--- config.mk ---
export PLATFORM = sky130hd
export DESIGN_NAME = mfifoTop
export DESIGN_NICKNAME = d
export VERILOG_FILES = /design/src/mfifoPkg.sv /design/src/mfifoSizeCalc.sv /design/src/mfifoPushCtrl.sv /design/src/mfifoPtrMgr.sv /design/src/mfifoPopCtrl.sv /design/src/mfifoCtrl.sv /design/src/mfifoRam.sv /design/src/mfifoTop.sv
export SDC_FILE = /design/constraint.sdc
export NUM_CORES = 1
export LEC_CHECK = 0
export CAP_MARGIN = 20
export CORE_MARGIN = 1
export CORE_UTILIZATION = 65
export DETAILED_ROUTE_END_ITERATION = 10
export DONT_BUFFER_PORTS = 1
export HOLD_SLACK_MARGIN = 0.05
export PLACE_DENSITY = 0.81
export SYNTH_ARGS = -nofsm -noshare
export SYNTH_HDL_FRONTEND = slang
export SYNTH_HIERARCHICAL = 1
export SYNTH_SLANG_ARGS = --single-unit
--- constraint.sdc ---
create_clock -name clk -period 11.6 [get_ports clk]
set_clock_uncertainty 0.1 [all_clocks]
set_input_delay 2.32 -clock clk [delete_from_list [all_inputs] [get_ports clk]]
set_output_delay 2.32 -clock clk [all_outputs]
set_load 0.01 [all_outputs]
--- src/mfifoPkg.sv ---
// ==================================================
// Multi-FIFO package with the width helpers and
// the default sizes of the shared-storage FIFO
// ==================================================

package mfifoPkg;

  // Default geometry, applied by the top level and passed down
  localparam int DefaultNumFifos = 4;
  localparam int DefaultDepth = 16;
  localparam int DefaultWidth = 16;
  localparam int DefaultStagingDepth = 2;
  localparam int DefaultRamReadLatency = 1;

  // Ceiling log2 that never drops below one bit, for addresses and FIFO IDs
  function automatic int clampedClog2(input int value);
    return (value < 2) ? 1 : $clog2(value);
  endfunction

  // Bits needed to count from zero up to and including the given depth
  function automatic int countWidthF(input int depth);
    return (depth < 1) ? 1 : $clog2(depth + 1);
  endfunction

endpackage

--- src/mfifoSizeCalc.sv ---
// ==================================================
// Size calculator: registers the size of every
// logical FIFO and checks the address windows
// ==================================================
`timescale 1ns/1ps

module mfifoSizeCalc #(
  parameter int NumFifos = 2,
  parameter int Depth = 2,
  localparam int AddrWidth = mfifoPkg::clampedClog2(Depth),
  localparam int CountWidth = mfifoPkg::countWidthF(Depth)
) (
  input  logic                                 clk,
  input  logic                                 reset,
  input  logic [NumFifos-1:0][AddrWidth-1:0]  configBase,
  input  logic [NumFifos-1:0][AddrWidth-1:0]  configBound,
  output logic [NumFifos-1:0][CountWidth-1:0] configSize,
  output logic                                 configError
);

  logic [NumFifos-1:0][CountWidth-1:0] sizeNext;
  logic errorNext;

  always_comb begin
    errorNext = 1'b0;
    for (int i = 0; i < NumFifos; i++) begin
      // Both limits are inclusive, so a window of one address has size one
      sizeNext[i] = CountWidth'(configBound[i]) - CountWidth'(configBase[i]) + 1'b1;
      // Every window must sit inside the RAM and must not be inverted
      if (int'(configBound[i]) >= Depth || configBase[i] > configBound[i]) begin
        errorNext = 1'b1;
      end
    end
    // Windows are laid out in ascending order without any overlap
    for (int i = 1; i < NumFifos; i++) begin
      if (configBase[i] <= configBound[i-1]) begin
        errorNext = 1'b1;
      end
    end
  end

  // Register the size of every window for the pointer manager
  always_ff @(posedge clk) begin
    configSize <= sizeNext;
  end

  always_ff @(posedge clk) begin
    if (reset) begin
      configError <= 1'b0;
    end else begin
      configError <= errorNext;
    end
  end

endmodule

--- src/mfifoPushCtrl.sv ---
// ==================================================
// Push controller: turns credited pushes into RAM
// writes and returns one credit per freed slot
// ==================================================
`timescale 1ns/1ps

module mfifoPushCtrl #(
  parameter int NumFifos = 2,
  parameter int Depth = 2,
  parameter int Width = 1,
  localparam int AddrWidth = mfifoPkg::clampedClog2(Depth),
  localparam int FifoIdWidth = mfifoPkg::clampedClog2(NumFifos)
) (
  input  logic                                clk,
  input  logic                                reset,
  input  logic                                pushValid,
  input  logic [FifoIdWidth-1:0]              pushFifoId,
  input  logic [Width-1:0]                    pushData,
  input  logic [NumFifos-1:0]                 deallocValid,
  input  logic [NumFifos-1:0][AddrWidth-1:0] tail,
  output logic [NumFifos-1:0]                 pushCredit,
  output logic                                ramWrValid,
  output logic [AddrWidth-1:0]                ramWrAddr,
  output logic [Width-1:0]                    ramWrData,
  output logic [NumFifos-1:0]                 advanceTail
);

  // High for a push that names a FIFO which does not exist
  logic pushIdBad;

  assign pushIdBad = pushValid && (int'(pushFifoId) >= NumFifos);

  // A push with a bad ID is dropped and never reaches the RAM
  assign ramWrValid = pushValid && !pushIdBad;
  assign ramWrData = pushData;

  // Decode the ID into a tail advance and pick that FIFO's tail as address
  always_comb begin
    advanceTail = '0;
    ramWrAddr = tail[0];
    for (int i = 0; i < NumFifos; i++) begin
      if (pushFifoId == FifoIdWidth'(i)) begin
        advanceTail[i] = ramWrValid;
        ramWrAddr = tail[i];
      end
    end
  end

  // Each pop frees one slot and the credit goes back one cycle later
  always_ff @(posedge clk) begin
    if (reset) begin
      pushCredit <= '0;
    end else begin
      pushCredit <= deallocValid;
    end
  end

endmodule

--- src/mfifoPtrMgr.sv ---
// ==================================================
// Pointer manager: head, tail and item count per
// logical FIFO, each pointer wrapping in its window
// ==================================================
`timescale 1ns/1ps

module mfifoPtrMgr #(
  parameter int NumFifos = 2,
  parameter int Depth = 2,
  localparam int AddrWidth = mfifoPkg::clampedClog2(Depth),
  localparam int CountWidth = mfifoPkg::countWidthF(Depth)
) (
  input  logic                                 clk,
  input  logic                                 reset,
  input  logic [NumFifos-1:0][AddrWidth-1:0]  configBase,
  input  logic [NumFifos-1:0][AddrWidth-1:0]  configBound,
  input  logic [NumFifos-1:0][CountWidth-1:0] configSize,
  input  logic [NumFifos-1:0]                  advanceTail,
  input  logic [NumFifos-1:0]                  headReady,
  input  logic [NumFifos-1:0][CountWidth-1:0] stagedCount,
  output logic [NumFifos-1:0][AddrWidth-1:0]  tail,
  output logic [NumFifos-1:0][AddrWidth-1:0]  head,
  output logic [NumFifos-1:0]                  headValid,
  output logic [NumFifos-1:0]                  pushFull,
  output logic [NumFifos-1:0]                  ramEmpty
);

  for (genvar i = 0; i < NumFifos; i++) begin : gFifo
    logic [AddrWidth-1:0] tailReg;
    logic [AddrWidth-1:0] headReg;
    logic [CountWidth-1:0] ramItems;
    logic readIssue;

    // The pop controller only takes the head while it is valid
    assign readIssue = headValid[i] && headReady[i];

    always_ff @(posedge clk) begin
      if (reset) begin
        // The window base is stable before reset is released
        tailReg <= configBase[i];
        headReg <= configBase[i];
        ramItems <= '0;
      end else begin
        if (advanceTail[i]) begin
          tailReg <= (tailReg == configBound[i]) ? configBase[i] : tailReg + 1'b1;
        end
        if (readIssue) begin
          headReg <= (headReg == configBound[i]) ? configBase[i] : headReg + 1'b1;
        end
        ramItems <= ramItems + CountWidth'(advanceTail[i]) - CountWidth'(readIssue);
      end
    end

    assign tail[i] = tailReg;
    assign head[i] = headReg;
    assign headValid[i] = (ramItems != '0);
    assign ramEmpty[i] = (ramItems == '0);

    // Staged entries still hold their RAM slot until they are popped
    assign pushFull[i] = ((ramItems + stagedCount[i]) == configSize[i]);
  end

endmodule

--- src/mfifoPopCtrl.sv ---
// ==================================================
// Pop controller: LRU arbitration of the RAM read
// port and per-FIFO staging buffers for the pops
// ==================================================
`timescale 1ns/1ps

module mfifoPopCtrl #(
  parameter int NumFifos = 2,
  parameter int Depth = 2,
  parameter int Width = 1,
  parameter int StagingBufferDepth = 1,
  parameter int RamReadLatency = 0,
  localparam int AddrWidth = mfifoPkg::clampedClog2(Depth),
  localparam int CountWidth = mfifoPkg::countWidthF(Depth),
  localparam int IdWidth = mfifoPkg::clampedClog2(NumFifos)
) (
  input  logic                                 clk,
  input  logic                                 reset,
  input  logic [NumFifos-1:0]                  headValid,
  input  logic [NumFifos-1:0][AddrWidth-1:0]  head,
  input  logic [NumFifos-1:0]                  ramEmpty,
  input  logic [NumFifos-1:0]                  popReady,
  input  logic                                 ramRdDataValid,
  input  logic [Width-1:0]                     ramRdData,
  output logic [NumFifos-1:0]                  headReady,
  output logic [NumFifos-1:0][CountWidth-1:0] stagedCount,
  output logic [NumFifos-1:0]                  popValid,
  output logic [NumFifos-1:0][Width-1:0]      popData,
  output logic [NumFifos-1:0]                  popEmpty,
  output logic [NumFifos-1:0]                  deallocValid,
  output logic                                 ramRdAddrValid,
  output logic [AddrWidth-1:0]                 ramRdAddr
);

  import mfifoPkg::*;

  localparam int PtrWidth = clampedClog2(StagingBufferDepth);
  localparam int StageCntWidth = countWidthF(StagingBufferDepth);

  logic [NumFifos-1:0] request;
  logic grantValid;
  logic [IdWidth-1:0] grantId;
  logic [IdWidth-1:0] grantPos;
  logic [IdWidth-1:0] returnId;

  // Order list of FIFO IDs, entry zero is the least recently granted
  logic [NumFifos-1:0][IdWidth-1:0] lruOrder;

  // Scan from the back so the requester nearest the front wins
  always_comb begin
    grantValid = 1'b0;
    grantId = '0;
    grantPos = '0;
    for (int k = NumFifos - 1; k >= 0; k--) begin
      if (request[lruOrder[k]]) begin
        grantValid = 1'b1;
        grantId = lruOrder[k];
        grantPos = IdWidth'(k);
      end
    end
  end

  // The granted ID moves to the back and the entries behind it close the gap
  always_ff @(posedge clk) begin
    if (reset) begin
      for (int k = 0; k < NumFifos; k++) begin
        lruOrder[k] <= IdWidth'(k);
      end
    end else if (grantValid) begin
      for (int k = 0; k < NumFifos - 1; k++) begin
        if (k >= int'(grantPos)) begin
          lruOrder[k] <= lruOrder[k+1];
        end
      end
      lruOrder[NumFifos-1] <= grantId;
    end
  end

  assign ramRdAddrValid = grantValid;
  assign ramRdAddr = head[grantId];

  // Remember which FIFO each read belongs to until its data comes back
  if (RamReadLatency == 0) begin : gNoDelay
    assign returnId = grantId;
  end else begin : gDelay
    logic [RamReadLatency-1:0][IdWidth-1:0] idPipe;

    always_ff @(posedge clk) begin
      idPipe[0] <= grantId;
      for (int s = 1; s < RamReadLatency; s++) begin
        idPipe[s] <= idPipe[s-1];
      end
    end

    assign returnId = idPipe[RamReadLatency-1];
  end

  for (genvar i = 0; i < NumFifos; i++) begin : gStage
    logic [Width-1:0] stageMem [StagingBufferDepth];
    logic [PtrWidth-1:0] wrPtr;
    logic [PtrWidth-1:0] rdPtr;
    logic [StageCntWidth-1:0] stageCount;
    // Entries held in the buffer plus reads still in flight
    logic [StageCntWidth-1:0] reserved;
    logic fill;
    logic pop;

    assign fill = ramRdDataValid && (returnId == IdWidth'(i));
    assign pop = popValid[i] && popReady[i];

    // Only ask for a read when the buffer can take its data on return
    assign request[i] = headValid[i] && (reserved != StageCntWidth'(StagingBufferDepth));
    assign headReady[i] = grantValid && (grantId == IdWidth'(i));

    always_ff @(posedge clk) begin
      if (reset) begin
        wrPtr <= '0;
        rdPtr <= '0;
        stageCount <= '0;
        reserved <= '0;
      end else begin
        if (fill) begin
          wrPtr <= (wrPtr == PtrWidth'(StagingBufferDepth - 1)) ? '0 : wrPtr + 1'b1;
        end
        if (pop) begin
          rdPtr <= (rdPtr == PtrWidth'(StagingBufferDepth - 1)) ? '0 : rdPtr + 1'b1;
        end
        stageCount <= stageCount + StageCntWidth'(fill) - StageCntWidth'(pop);
        reserved <= reserved + StageCntWidth'(headReady[i]) - StageCntWidth'(pop);
      end
    end

    always_ff @(posedge clk) begin
      if (fill) begin
        stageMem[wrPtr] <= ramRdData;
      end
    end

    assign popValid[i] = (stageCount != '0);
    assign popData[i] = stageMem[rdPtr];
    assign deallocValid[i] = pop;
    assign stagedCount[i] = CountWidth'(reserved);

    // Nothing waits in the RAM, in flight or in the buffer
    assign popEmpty[i] = ramEmpty[i] && (reserved == '0);
  end

endmodule

--- src/mfifoCtrl.sv ---
// ==================================================
// Multi-FIFO controller: size check, push control,
// pointer management and pop control together
// ==================================================
`timescale 1ns/1ps

module mfifoCtrl #(
  parameter int NumFifos = 2,
  parameter int Depth = 2,
  parameter int Width = 1,
  parameter int StagingBufferDepth = 1,
  parameter int RamReadLatency = 0,
  localparam int AddrWidth = mfifoPkg::clampedClog2(Depth),
  localparam int CountWidth = mfifoPkg::countWidthF(Depth),
  localparam int FifoIdWidth = mfifoPkg::clampedClog2(NumFifos)
) (
  input  logic                                clk,
  input  logic                                reset,
  input  logic [NumFifos-1:0][AddrWidth-1:0] configBase,
  input  logic [NumFifos-1:0][AddrWidth-1:0] configBound,
  output logic                                configError,
  input  logic                                pushValid,
  input  logic [FifoIdWidth-1:0]              pushFifoId,
  input  logic [Width-1:0]                    pushData,
  output logic [NumFifos-1:0]                 pushCredit,
  output logic [NumFifos-1:0]                 pushFull,
  input  logic [NumFifos-1:0]                 popReady,
  output logic [NumFifos-1:0]                 popValid,
  output logic [NumFifos-1:0][Width-1:0]     popData,
  output logic [NumFifos-1:0]                 popEmpty,
  output logic                                ramWrValid,
  output logic [AddrWidth-1:0]                ramWrAddr,
  output logic [Width-1:0]                    ramWrData,
  output logic                                ramRdAddrValid,
  output logic [AddrWidth-1:0]                ramRdAddr,
  input  logic                                ramRdDataValid,
  input  logic [Width-1:0]                    ramRdData
);

  logic [NumFifos-1:0][CountWidth-1:0] configSize;
  logic [NumFifos-1:0]                  advanceTail;
  logic [NumFifos-1:0][AddrWidth-1:0]  tail;
  logic [NumFifos-1:0]                  deallocValid;
  logic [NumFifos-1:0]                  headValid;
  logic [NumFifos-1:0]                  headReady;
  logic [NumFifos-1:0][AddrWidth-1:0]  head;
  logic [NumFifos-1:0]                  ramEmpty;
  logic [NumFifos-1:0][CountWidth-1:0] stagedCount;

  mfifoSizeCalc #(
    .NumFifos(NumFifos),
    .Depth(Depth)
  ) sizeCalc (
    .clk(clk),
    .reset(reset),
    .configBase(configBase),
    .configBound(configBound),
    .configSize(configSize),
    .configError(configError)
  );

  // Writes land at the tail of the FIFO named by the push
  mfifoPushCtrl #(
    .NumFifos(NumFifos),
    .Depth(Depth),
    .Width(Width)
  ) pushCtrl (
    .clk(clk),
    .reset(reset),
    .pushValid(pushValid),
    .pushFifoId(pushFifoId),
    .pushData(pushData),
    .deallocValid(deallocValid),
    .tail(tail),
    .pushCredit(pushCredit),
    .ramWrValid(ramWrValid),
    .ramWrAddr(ramWrAddr),
    .ramWrData(ramWrData),
    .advanceTail(advanceTail)
  );

  mfifoPtrMgr #(
    .NumFifos(NumFifos),
    .Depth(Depth)
  ) ptrMgr (
    .clk(clk),
    .reset(reset),
    .configBase(configBase),
    .configBound(configBound),
    .configSize(configSize),
    .advanceTail(advanceTail),
    .headReady(headReady),
    .stagedCount(stagedCount),
    .tail(tail),
    .head(head),
    .headValid(headValid),
    .pushFull(pushFull),
    .ramEmpty(ramEmpty)
  );

  // Reads leave the head of each FIFO and refill its staging buffer
  mfifoPopCtrl #(
    .NumFifos(NumFifos),
    .Depth(Depth),
    .Width(Width),
    .StagingBufferDepth(StagingBufferDepth),
    .RamReadLatency(RamReadLatency)
  ) popCtrl (
    .clk(clk),
    .reset(reset),
    .headValid(headValid),
    .head(head),
    .ramEmpty(ramEmpty),
    .popReady(popReady),
    .ramRdDataValid(ramRdDataValid),
    .ramRdData(ramRdData),
    .headReady(headReady),
    .stagedCount(stagedCount),
    .popValid(popValid),
    .popData(popData),
    .popEmpty(popEmpty),
    .deallocValid(deallocValid),
    .ramRdAddrValid(ramRdAddrValid),
    .ramRdAddr(ramRdAddr)
  );

endmodule

--- src/mfifoRam.sv ---
// ==================================================
// Data RAM with one write port and one read port
// whose read latency is a parameter
// ==================================================
`timescale 1ns/1ps

module mfifoRam #(
  parameter int Depth = 2,
  parameter int Width = 1,
  parameter int RamReadLatency = 0,
  localparam int AddrWidth = mfifoPkg::clampedClog2(Depth)
) (
  input  logic                 clk,
  input  logic                 wrValid,
  input  logic [AddrWidth-1:0] wrAddr,
  input  logic [Width-1:0]     wrData,
  input  logic                 rdAddrValid,
  input  logic [AddrWidth-1:0] rdAddr,
  output logic                 rdDataValid,
  output logic [Width-1:0]     rdData
);

  logic [Width-1:0] mem [Depth];

  always_ff @(posedge clk) begin
    if (wrValid) begin
      mem[wrAddr] <= wrData;
    end
  end

  if (RamReadLatency == 0) begin : gCombRead
    // Zero latency reads the array in the same cycle
    assign rdDataValid = rdAddrValid;
    assign rdData = mem[rdAddr];
  end else begin : gPipeRead
    logic [RamReadLatency-1:0]            validPipe;
    logic [RamReadLatency-1:0][Width-1:0] dataPipe;

    // Read data and its valid step through one register per cycle of latency
    always_ff @(posedge clk) begin
      validPipe[0] <= rdAddrValid;
      dataPipe[0] <= mem[rdAddr];
      for (int s = 1; s < RamReadLatency; s++) begin
        validPipe[s] <= validPipe[s-1];
        dataPipe[s] <= dataPipe[s-1];
      end
    end

    assign rdDataValid = validPipe[RamReadLatency-1];
    assign rdData = dataPipe[RamReadLatency-1];
  end

endmodule

--- src/mfifoTop.sv ---
// ==================================================
// Shared-storage multi-FIFO: the controller and
// its data RAM
// ==================================================
`timescale 1ns/1ps

module mfifoTop #(
  parameter int NumFifos = mfifoPkg::DefaultNumFifos,
  parameter int Depth = mfifoPkg::DefaultDepth,
  parameter int Width = mfifoPkg::DefaultWidth,
  parameter int StagingBufferDepth = mfifoPkg::DefaultStagingDepth,
  parameter int RamReadLatency = mfifoPkg::DefaultRamReadLatency,
  localparam int AddrWidth = mfifoPkg::clampedClog2(Depth),
  localparam int FifoIdWidth = mfifoPkg::clampedClog2(NumFifos)
) (
  input  logic                                clk,
  input  logic                                reset,
  input  logic [NumFifos-1:0][AddrWidth-1:0] configBase,
  input  logic [NumFifos-1:0][AddrWidth-1:0] configBound,
  output logic                                configError,
  input  logic                                pushValid,
  input  logic [FifoIdWidth-1:0]              pushFifoId,
  input  logic [Width-1:0]                    pushData,
  output logic [NumFifos-1:0]                 pushCredit,
  output logic [NumFifos-1:0]                 pushFull,
  input  logic [NumFifos-1:0]                 popReady,
  output logic [NumFifos-1:0]                 popValid,
  output logic [NumFifos-1:0][Width-1:0]     popData,
  output logic [NumFifos-1:0]                 popEmpty
);

  logic                 ramWrValid;
  logic [AddrWidth-1:0] ramWrAddr;
  logic [Width-1:0]     ramWrData;
  logic                 ramRdAddrValid;
  logic [AddrWidth-1:0] ramRdAddr;
  logic                 ramRdDataValid;
  logic [Width-1:0]     ramRdData;

  mfifoCtrl #(
    .NumFifos(NumFifos),
    .Depth(Depth),
    .Width(Width),
    .StagingBufferDepth(StagingBufferDepth),
    .RamReadLatency(RamReadLatency)
  ) ctrl (
    .clk(clk),
    .reset(reset),
    .configBase(configBase),
    .configBound(configBound),
    .configError(configError),
    .pushValid(pushValid),
    .pushFifoId(pushFifoId),
    .pushData(pushData),
    .pushCredit(pushCredit),
    .pushFull(pushFull),
    .popReady(popReady),
    .popValid(popValid),
    .popData(popData),
    .popEmpty(popEmpty),
    .ramWrValid(ramWrValid),
    .ramWrAddr(ramWrAddr),
    .ramWrData(ramWrData),
    .ramRdAddrValid(ramRdAddrValid),
    .ramRdAddr(ramRdAddr),
    .ramRdDataValid(ramRdDataValid),
    .ramRdData(ramRdData)
  );

  // The controller expects read data exactly RamReadLatency cycles on
  mfifoRam #(
    .Depth(Depth),
    .Width(Width),
    .RamReadLatency(RamReadLatency)
  ) ram (
    .clk(clk),
    .wrValid(ramWrValid),
    .wrAddr(ramWrAddr),
    .wrData(ramWrData),
    .rdAddrValid(ramRdAddrValid),
    .rdAddr(ramRdAddr),
    .rdDataValid(ramRdDataValid),
    .rdData(ramRdData)
  );

endmodule

==> results of run 1 <==
-- state kept, by name, indices dropped and copies added (netlist names), 8 cells and up, named ones only --
name and flops:
ram/mem 256, ctrl/popCtrl/gStage.stageMem 128, ctrl/ptrMgr/gFifo.ramItems 20, ctrl/sizeCalc/configSize 20
ctrl/ptrMgr/gFifo.headReg 16, ctrl/ptrMgr/gFifo.tailReg 16, ram/rdData 16, ctrl/popCtrl/gStage.reserved 8
ctrl/popCtrl/gStage.stageCount 8, ctrl/popCtrl/lruOrder 8
-- kinds of logic (layout without fill, tap and decap cells) --
group / count (synthesis) / count (layout) / share of synthesized area (%)
AO/OA/AOI/OAI: 162 / 162 / 5.034
multiplexers: 150 / 150 / 10.84
adder cells (fa/ha/maj): 131 / 131 / 7.444
AND/OR/NAND/NOR: 259 / 259 / 5.805
buffers and inverters: 178 / 223 / 3.665
flip-flops: 516 / 516 / 62.44
other: 1 / 12 / 0.01615
XOR/XNOR: 126 / 126 / 4.754
-- worst max-delay path by stage --
stage                                                      from                       to  slack [ns]  depth (start not counted)
floorplan                                         pushFifoId[0]  ram/mem[0][0]$_DFFE_PP_        6.48                          4
detailed placement  ctrl/ptrMgr/gFifo[1].ramItems[3]$_SDFF_PP0_    ram/rdData[3]$_DFF_P_        6.08                         13
global route        ctrl/ptrMgr/gFifo[1].ramItems[2]$_SDFF_PP0_    ram/rdData[9]$_DFF_P_        5.61                         13
CTS                 ctrl/ptrMgr/gFifo[1].ramItems[3]$_SDFF_PP0_    ram/rdData[9]$_DFF_P_        5.92                         13
finish              ctrl/ptrMgr/gFifo[1].ramItems[3]$_SDFF_PP0_    ram/rdData[9]$_DFF_P_        5.88                         13
global placement    ctrl/ptrMgr/gFifo[1].ramItems[3]$_SDFF_PP0_    ram/rdData[3]$_DFF_P_        6.27                         13
-- placed cells by master (no fill, tap or decap), drive strengths merged, types with 8 or more instances in the layout --
master | netlist | final
edfxtp | 416 | 416
ha | 118 | 118
inv | 103 | 103
dfxtp | 100 | 100
xnor2 | 98 | 98
nor2 | 77 | 77
mux2 | 72 | 72
mux4 | 71 | 71
clkbuf | 22 | 71
a21oi | 55 | 55
nand2 | 40 | 40
a22oi | 34 | 34
nor2b | 34 | 34
xor2 | 28 | 28
buf | 53 | 27
nand3 | 25 | 25
a21o | 15 | 15
o21ai | 15 | 15
clkinv | 0 | 15
or2 | 13 | 13
conb | 1 | 12
fa | 12 | 12
and2 | 12 | 12
nor3 | 11 | 11
nor3b | 10 | 10
a41oi | 8 | 8
nand2b | 8 | 8
-- routing by layer --
metal / GRT usage [%] / part of all wire, % / routed length [um]
met5: 0 / 0 / 0
met4: 9.477 / 3.1 / 1559
met3: 6.279 / 10 / 5166
met2: 46.56 / 48 / 24460
met1: 37.74 / 39 / 19780
-- power by group through the flow --
stage | Combinational [mW] | Sequential, mW | Clock, mW
after global routing | 4.22 | 2.80 | 1.75
final | 3.95 | 2.76 | 1.66
after global placement | 3.64 | 2.76 | 0
after CTS | 3.93 | 2.76 | 1.68
after detailed placement | 3.79 | 2.79 | 0
after floorplan | 3.14 | 2.64 | 0
-- worst max-delay path, cell delays in order, from the launching register on --
cell and delay [ns]:
dfxtp_1 0.33, inv_1 0.08, ha_1 0.14, or4b_4 0.50
and2_1 0.20, a221oi_1 0.43, o221ai_1 0.31, a311oi_4 0.61
o21ai_1 0.22, a32oi_4 0.77, buf_4 0.89, mux4_1 0.69
a22oi_1 0.24, nand2_1 0.08
-- area by class of cell --
type	count	area (sq um)	area share [%]
Clock buffer	71	1431	5.648
Clock inverter	22	284.0	1.121
Inverter	103	386.6	1.526
Multi-Input combinational cell	840	7975	31.47
Sequential cell	516	14490	57.19
Tap cell	455	569.3	2.246
Timing Repair Buffer	27	202.7	0.7998
==> metrics.txt, run 1 <==
FF-to-FF End=ram/rdData[9]$_DFF_P_; Core Rows=68; WP data required=11.97 ns; Syn Area/Cell=15.24 sq um; Post-CTS Hold Buffers=0; Final Hold Fails=0; Clock Tree Root=clkbuf_16; Fmax=174.9 MHz; placed cell count=1939; reg2reg start=ctrl/ptrMgr/gFifo[1].ramItems[3]$_SDFF_PP0_; CTS tree=done; post-synthesis sequential area ratio=62.44%; Synth area leaders=edfxtp_1, dfxtp_1, ha_1, mux4_2, xnor2_1; Seq cells post-synth=516; Slew Viols, Final=0; asr flop ratio synth=0%; R2R cell count=13; Internal Power=5.236 mW; number of global-route vias before repair=12940; Switch Pwr=3.134 mW; Syn Inst Count=1523; Final Cycle Share=49.30%; Detailed Route WL=50.96 mm; Slew headroom=21.56%; top-count cell post-synth=edfxtp_1; Initial Util=66.55%; status=finished clean; global-route wire length before repair=76.80 mm; Filler cells=2099; Inserted Diodes=0; worst-margin pin slew=1.171 ns; CTS clk-pin slew, worst paths=0.06 ns; grt ovf=0; number of max-cap violations=0; initial antenna violation count=0; First DRT Iteration DRCs=1076; clock sinks=516; DP Area=23610 sq um; CP Capture Type=flop; RSZ-0062 raised after global routing=false; Design Area, Final=25340 sq um; Final Util=72.65%; worst setup margin=5.881 ns; CTS H-tree lvls=2; pwr/cell area=330.3 nW/um^2; vias=12840; worst hold path class=reg -> reg; gpl congestion=0.9284; gr usage total=28.41%; clock tree buffer depth=3; Setup TNS=0 ns; FF-to-FF setup slack=5.88 ns; HP Start=ctrl/popCtrl/gStage[1].rdPtr$_SDFFE_PP0P_; DR WL/cell=25.05 um; Die W=191.0 um; post-DR vias/cell=6.310; Net Sw Frac=37.44%; Synth Flop Type=edfxtp_1; post-CTS resize count=0; CP Class=reg -> reg; Synth area leader=edfxtp_1; postcts setup bufs=0; Setup Viol. Count Final=0; Synth cell types=65; top cells by count, synth=edfxtp_1, ha_1, inv_1, dfxtp_1, xnor2_1; Leak Pwr=9.276 nW; Max FO, Critical Path=52; Comb pwr share=47.2%; layout cells sized above 1=17.73%; Synth top area share=53.81%; Clk pwr share=19.9%; number of synthesis warnings=6; final net count=1725; Synth Cell Area=23210 sq um; Port-buffer cells=0; WHS=0.4173 ns; estimated wirelength of the detail-placed design=31.19 mm; Die Area=36470 sq um; CTS Buf Count=50; hold depth=2; post-place setup slack=6.081 ns; non-filler cells in the finished layout=2034; DRT Pass-1 Iters=7; drc violations=0; number of flops mapped to enable cells by yosys=416; CP Data Arrival Time=6.09 ns; I/O pins=138; Total Power=8.370 mW; Clock Latency Late Sink=0.59 ns; post-layout min period=5.719 ns; Die H=191.0 um; largest net degree at the start of global routing=75; Reg power frac=32.9%; Layout area overhead=9.174%; post-route ant nets=0; CORE AREA=34880 sq um; element type at the critical path start=flop; Peak supply drop=0.0003518 V
Note: power is estimated with default switching activity, not from simulation.
==> inputs of run 2 (changes only) <==
- CORE_UTILIZATION: 65 -> 58
- PLACE_DENSITY: 0.81 -> 0.76
- clock period: 11.6 -> 4.76 ns (I/O delays scaled with it)
==> run 2 against run 1 <==
Core utilization is 7.0 points lower. Register-to-register slack worse by 5.6 ns. Non-clock buffer count rose by 18. Via count fell by 2.0%. Cell area up 1.3%. Setup slack lost 5.6 ns. Critical path type unchanged.
==> metrics.txt, run 2 (same netlist as run 1, synthesis figures left out) <==
Final Util=65.66% (was 72.65%); number of global-route vias before repair=12850 (was 12940); Clock Tree Root=clkbuf_16 (unchanged); CP Capture Type=flop (unchanged); Buffers & Inverters on Critical Path=5 (was 2); I/O pins=138 (unchanged); Clock Latency Late Sink=0.57 ns (was 0.59 ns); grt ovf=0 (unchanged); Layout area overhead=10.59% (was 9.174%); CP Cell Sequence=inv_1, ha_1, or4b_4, and2_1, a221oi_1, o221ai_1, a311oi_4, buf_4, buf_4, o21ai_1, a32oi_4, buf_12, buf_4, mux4_1, a22oi_1, nand2_1 (was inv_1, ha_1, or4b_4, and2_1, a221oi_1, o221ai_1, a311oi_4, o21ai_1, a32oi_4, buf_4, mux4_1, a22oi_1, nand2_1); worst hold path class=in -> reg (was reg -> reg); Leak Pwr=9.408 nW (was 9.276 nW); Setup Viol. Count Final=0 (unchanged); FF-to-FF setup slack=0.24 ns (was 5.88 ns); post-place setup slack=0.1866 ns (was 6.081 ns); Setup TNS=0 ns (unchanged); DRT Pass-1 Iters=7 (unchanged); worst setup margin=0.2364 ns (was 5.881 ns); Final Cycle Share=95.03% (was 49.30%); clock sinks=516 (unchanged); Die Area=40830 sq um (was 36470 sq um); Slew Viols, Final=0 (unchanged); status=finished clean (unchanged); Fmax=221.1 MHz (was 174.9 MHz); Die H=202.1 um (was 191.0 um); vias=12580 (was 12840); worst-margin pin slew=0.9086 ns (was 1.171 ns); element type at the critical path start=flop (unchanged); number of max-cap violations=0 (unchanged); final net count=1744 (was 1725); largest reg by FF count=ram/mem (unchanged); CTS H-tree lvls=2 (unchanged); CTS Buf Count=51 (was 50); gr usage total=24.34% (was 28.41%); CTS clk-pin slew, worst paths=0.06 ns (about the same); Die W=202.1 um (was 191.0 um); layout cells sized above 1=18.50% (was 17.73%); Post-CTS Hold Buffers=0 (unchanged); CTS tree=done (unchanged); WHS=0.3546 ns (was 0.4173 ns); Core Rows=72 (was 68); estimated wirelength of the detail-placed design=31.15 mm (was 31.19 mm); non-filler cells in the finished layout=2118 (was 2034); initial antenna violation count=0 (unchanged); slowest stage delay, CP=0.56 ns (was 0.89 ns); DR WL/cell=22.99 um (was 25.05 um); most frequent cells in the layout=edfxtp_1, ha_1, inv_1 (unchanged); drc violations=0 (unchanged); Initial Util=59.37% (was 66.55%); post-route ant nets=0 (unchanged); gpl congestion=0.8684 (was 0.9284); Max FO, Critical Path=17 (was 52); post-DR vias/cell=5.941 (was 6.310); Detailed Route WL=48.70 mm (was 50.96 mm); Peak supply drop=0.0009845 V (was 0.0003518 V); CP Class=reg -> reg (unchanged); CP max-delay cell=mux4_1 (was buf_4); Final Hold Fails=0 (unchanged); clock tree buffer depth=3 (unchanged); most common cell after layout, fill and taps aside=edfxtp_1 (unchanged); WP data required=5.14 ns (was 11.97 ns); largest net degree at the start of global routing=75 (unchanged); post-layout min period=4.524 ns (was 5.719 ns); family with the most delay on the worst path=compound AO/OA/AOI/OAI gates (unchanged); Inserted Diodes=0 (unchanged); pwr/cell area=823.0 nW/um^2 (was 330.3 nW/um^2); First DRT Iteration DRCs=1031 (was 1076); max reg flops=256 (unchanged); global-route wire length before repair=75.00 mm (was 76.80 mm); placed cell count=2015 (was 1939); Slew headroom=38.87% (was 21.56%); biggest regs=ram/mem: 256 flops, ctrl/popCtrl/gStage.stageMem: 128 flops (unchanged); CP dominant cell by count=buf_4; Port-buffer cells=0 (unchanged); CP Data Arrival Time=4.90 ns (was 6.09 ns); DP Area=23820 sq um (was 23610 sq um); Total Power=21.13 mW (was 8.370 mW); Design Area, Final=25670 sq um (was 25340 sq um); CORE AREA=39100 sq um (was 34880 sq um)
run 2: path summary, 6_finish.rpt:
check / startpoint / end / cells after the start
max: ctrl/ptrMgr/gFifo[1].ramItems[3]$_SDFF_PP0_ / ram/rdData[0]$_DFF_P_ / 16
min: pushData[10] / ram/mem[14][10]$_DFFE_PP_ / 0
max reg2reg: ctrl/ptrMgr/gFifo[1].ramItems[3]$_SDFF_PP0_ / ram/rdData[0]$_DFF_P_ / 16
min reg2reg: ctrl/popCtrl/gStage[0].rdPtr$_SDFFE_PP0P_ / flop / 2
run 2: worst register-to-register path, cell delays in order, from the launching register on:
cell and delay, ns:
dfxtp_1 0.33, inv_1 0.08, ha_1 0.14, or4b_4 0.50
and2_1 0.20, a221oi_1 0.37, o221ai_1 0.26, a311oi_4 0.42
buf_4 0.19, buf_4 0.09, o21ai_1 0.11, a32oi_4 0.34
buf_12 0.24, buf_4 0.20, mux4_1 0.56, a22oi_1 0.21
nand2_1 0.07
run 2: timing repair:
| action | 4_1_cts | 5_1_grt |
|---|---|---|
| buffers inserted | 0 | 6 |
| resized for setup | 0 | 7 |
| setup endpoints to repair | 0 | 14 |
run 2: power by group:
part | switching (mW) | internal [mW]
sequential | 0.688 | 5.98
combinational | 5.37 | 4.94
clock | 1.65 | 2.51
total | 7.70 | 13.4
run 2: area by class of cell:
class / count / area [sq um]
tap: 518 / 648.1
fill: 2694 / 13430
sequential: 516 / 14490
timing repair buffer: 45 / 392.9
inverter: 103 / 386.6
clock inverter: 20 / 336.6
multi-input combinational: 840 / 7991
clock buffer: 76 / 1421
run 2: routing by layer:
layer / GRT usage [%] / wire [um] / vias to the layer above
met4: 8.036 / 1319 / 0
met1: 32.48 / 20130 / 6281
met2: 39.97 / 23260 / 502
li1: - / - / 5694
met5: 0 / 0 / -
met3: 5.127 / 3993 / 105
==> inputs of run 3 (changes only) <==
- CORE_UTILIZATION: 58 -> 60
- CTS_BUF_LIST: unset -> sky130_fd_sc_hd__clkbuf_8
- PLACE_DENSITY: 0.76 -> unset
- PLACE_DENSITY_LB_ADDON: unset -> 0.12
==> run 3 against run 2 <==
Non-clock buffer count shrank 12. Largest power group unchanged. Die area decreased by 3.3%. Wire length decreased by 5.9%. Hold slack lost 0.056 ns.
==> metrics.txt, run 3 (same netlist as run 1, synthesis figures left out) <==
status=finished clean (unchanged); max reg flops=256 (unchanged); WHS=0.2981 ns (was 0.3546 ns); Peak supply drop=0.0008797 V (was 0.0009845 V); Inserted Diodes=0 (unchanged); Worst Setup SP=ctrl/ptrMgr/gFifo[1].ramItems[3]$_SDFF_PP0_ (unchanged); worst setup margin=0.2586 ns (was 0.2364 ns); R2R cell count=20 (was 16); Detailed Route WL=45.83 mm (was 48.70 mm); non-filler cells in the finished layout=2155 (was 2118); CTS Buf Count=81 (was 51); CTS tree=done (unchanged); Slew Viols, Final=0 (unchanged); largest net degree at the start of global routing=75 (unchanged); Core Rows=71 (was 72); CP Data Arrival Time=4.94 ns (was 4.90 ns); Port-buffer cells=0 (unchanged); CP Class=reg -> reg (unchanged); Die Area=39480 sq um (was 40830 sq um); grt ovf=0 (unchanged); Layout area overhead=9.691% (was 10.59%); DR WL/cell=21.27 um (was 22.99 um); number of max-cap violations=0 (unchanged); worst hold path class=in -> reg (unchanged); worst-margin pin slew=0.8343 ns (was 0.9086 ns); largest reg by FF count=ram/mem (unchanged); Clock Latency Late Sink=0.62 ns (was 0.57 ns); Setup Viol. Count Final=0 (unchanged); element type at the critical path start=flop (unchanged); WP data required=5.20 ns (was 5.14 ns); clock sinks=516 (unchanged); global-route wire length before repair=69.63 mm (was 75.00 mm); post-place setup slack=0.1414 ns (was 0.1866 ns); Slew headroom=44.31% (was 38.87%); First DRT Iteration DRCs=770 (was 1031); final net count=1762 (was 1744); Filler cells=2617 (was 2694); post-layout min period=4.501 ns (was 4.524 ns); CORE AREA=37840 sq um (was 39100 sq um); Die W=198.7 um (was 202.1 um); FF-to-FF setup slack=0.26 ns (was 0.24 ns); Total Power=20.11 mW (was 21.13 mW); most frequent cells in the layout=edfxtp_1, inv_1, ha_1 (was edfxtp_1, ha_1, inv_1); Post-CTS Hold Buffers=0 (unchanged); Final Cycle Share=94.57% (was 95.03%); Die H=198.7 um (was 202.1 um); gpl congestion=0.8508 (was 0.8684); DRT Pass-1 Iters=6 (was 7); crit path to=ctrl/ptrMgr/gFifo[3].ramItems[4]$_SDFF_PP0_ (was ram/rdData[0]$_DFF_P_); CTS H-tree lvls=3 (was 2); FF-to-FF End=ctrl/ptrMgr/gFifo[3].ramItems[4]$_SDFF_PP0_ (was ram/rdData[0]$_DFF_P_); estimated wirelength of the detail-placed design=30.41 mm (was 31.15 mm); biggest regs=ram/mem: 256 flops, ctrl/popCtrl/gStage.stageMem: 128 flops (unchanged); CTS clk-pin slew, worst paths=0.06 ns (about the same); vias=12420 (was 12580); placed cell count=2001 (was 2015); Multi-input gate area=7978 sq um (was 7991 sq um); Final Util=67.28% (was 65.66%); clock tree buffer depth=3 (unchanged); Leak Pwr=9.456 nW (was 9.408 nW); reg2reg start=ctrl/ptrMgr/gFifo[1].ramItems[3]$_SDFF_PP0_ (unchanged); gr usage total=23.89% (was 24.34%); I/O pins=138 (unchanged); post-DR vias/cell=5.763 (was 5.941); Final Hold Fails=0 (unchanged); post-route ant nets=0 (unchanged); Storage cell area=14490 sq um (unchanged); layout cells sized above 1=19.83% (was 18.50%); number of global-route vias before repair=12240 (was 12850); Max FO, Critical Path=7 (was 17); Clock Tree Root=clkbuf_8 (was clkbuf_16); drc violations=0 (unchanged); initial antenna violation count=0 (unchanged); pwr/cell area=789.7 nW/um^2 (was 823.0 nW/um^2); Initial Util=61.34% (was 59.37%); CP Capture Type=flop (unchanged); most common cell after layout, fill and taps aside=edfxtp_1 (unchanged); Fmax=222.2 MHz (was 221.1 MHz)
==> run 3: cell count changes in the layout (fill, tap and decap cells not counted), moves of 6 or more <==
cell / change
clkinv_2: +6
clkbuf_16: -53
clkinv_1: +6
clkbuf_1: -21
inv_1: +27
clkbuf_8: +95
buf_4: -11
==> run 3: critical path: stages (launching register included) <==
cell and delay [ns]:
dfxtp_1 0.33, inv_1 0.08, ha_1 0.13, or4b_4 0.50, and2_1 0.20, a221oi_1 0.38, o221ai_1 0.29, a311oi_4 0.26
buf_4 0.20, nor2_4 0.06, nor2_1 0.28, nor2b_1 0.21, ha_1 0.25, inv_1 0.05, ha_1 0.15, inv_1 0.05
fa_1 0.37, nor2b_1 0.17, o21bai_1 0.10, nand3_1 0.08, nor3b_1 0.19
==> run 3: stage by stage <==
stage / area, sq um / setup TNS, ns
3_3_place_gp: 23760 / 0
5_1_grt: 25460 / -0.001329
3_5_place_dp: 23760 / 0
4_1_cts: 25440 / 0
6_report: 25460 / 0
2_1_floorplan: 23250 / 0
==> run 3: routing by layer <==
layer | GRT usage [%] | wire, um | vias up
met3 | 5.443 | 3479 | 62
met2 | 36.87 | 20940 | 423
met1 | 34.43 | 20750 | 6188
li1 | - | - | 5746
met5 | 0 | 0 | -
met4 | 6.211 | 665 | 0
==> run 3: timing repair <==
item                                    in CTS  in global routing
setup buffers                                0                  2
gates resized for setup                      0                  4
endpoints found under the hold margin        0                  0
endpoints found under the setup margin       0                 15
==> run 3: cell type report <==
cell class	instances	share of cell area (%)
sequential	516	56.92
multi-input combinational	840	31.33
clock buffer	98	5.297
tap	511	2.511
inverter	103	1.518
clock inverter	54	1.302
timing repair buffer	33	1.120
==> run 3: how the worst min path moves through the flow <==
stage                                                     from                                              end  slack (ns)  depth (start not counted)
3_5_place_dp   ctrl/popCtrl/gStage[0].stageCount[1]$_SDFF_PP0_  ctrl/popCtrl/gStage[0].stageCount[1]$_SDFF_PP0_        0.40                          2
3_3_place_gp   ctrl/popCtrl/gStage[0].stageCount[1]$_SDFF_PP0_  ctrl/popCtrl/gStage[0].stageCount[1]$_SDFF_PP0_        0.39                          2
4_1_cts                                                  reset             ctrl/sizeCalc/configError$_SDFF_PP0_        0.25                          1
6_report                                                 reset             ctrl/sizeCalc/configError$_SDFF_PP0_        0.30                          1
5_1_grt                                                  reset             ctrl/sizeCalc/configError$_SDFF_PP0_        0.26                          1
2_1_floorplan  ctrl/popCtrl/gStage[0].stageCount[1]$_SDFF_PP0_  ctrl/popCtrl/gStage[0].stageCount[1]$_SDFF_PP0_        0.38                          2
==> run 3: power breakdown <==
part           switching, mW  leakage, nW  total, mW  internal, mW
Combinational           5.05         3.84       9.68          4.63
Sequential             0.702         4.64       6.68          5.98
Clock                   1.66        0.969       3.74          2.09
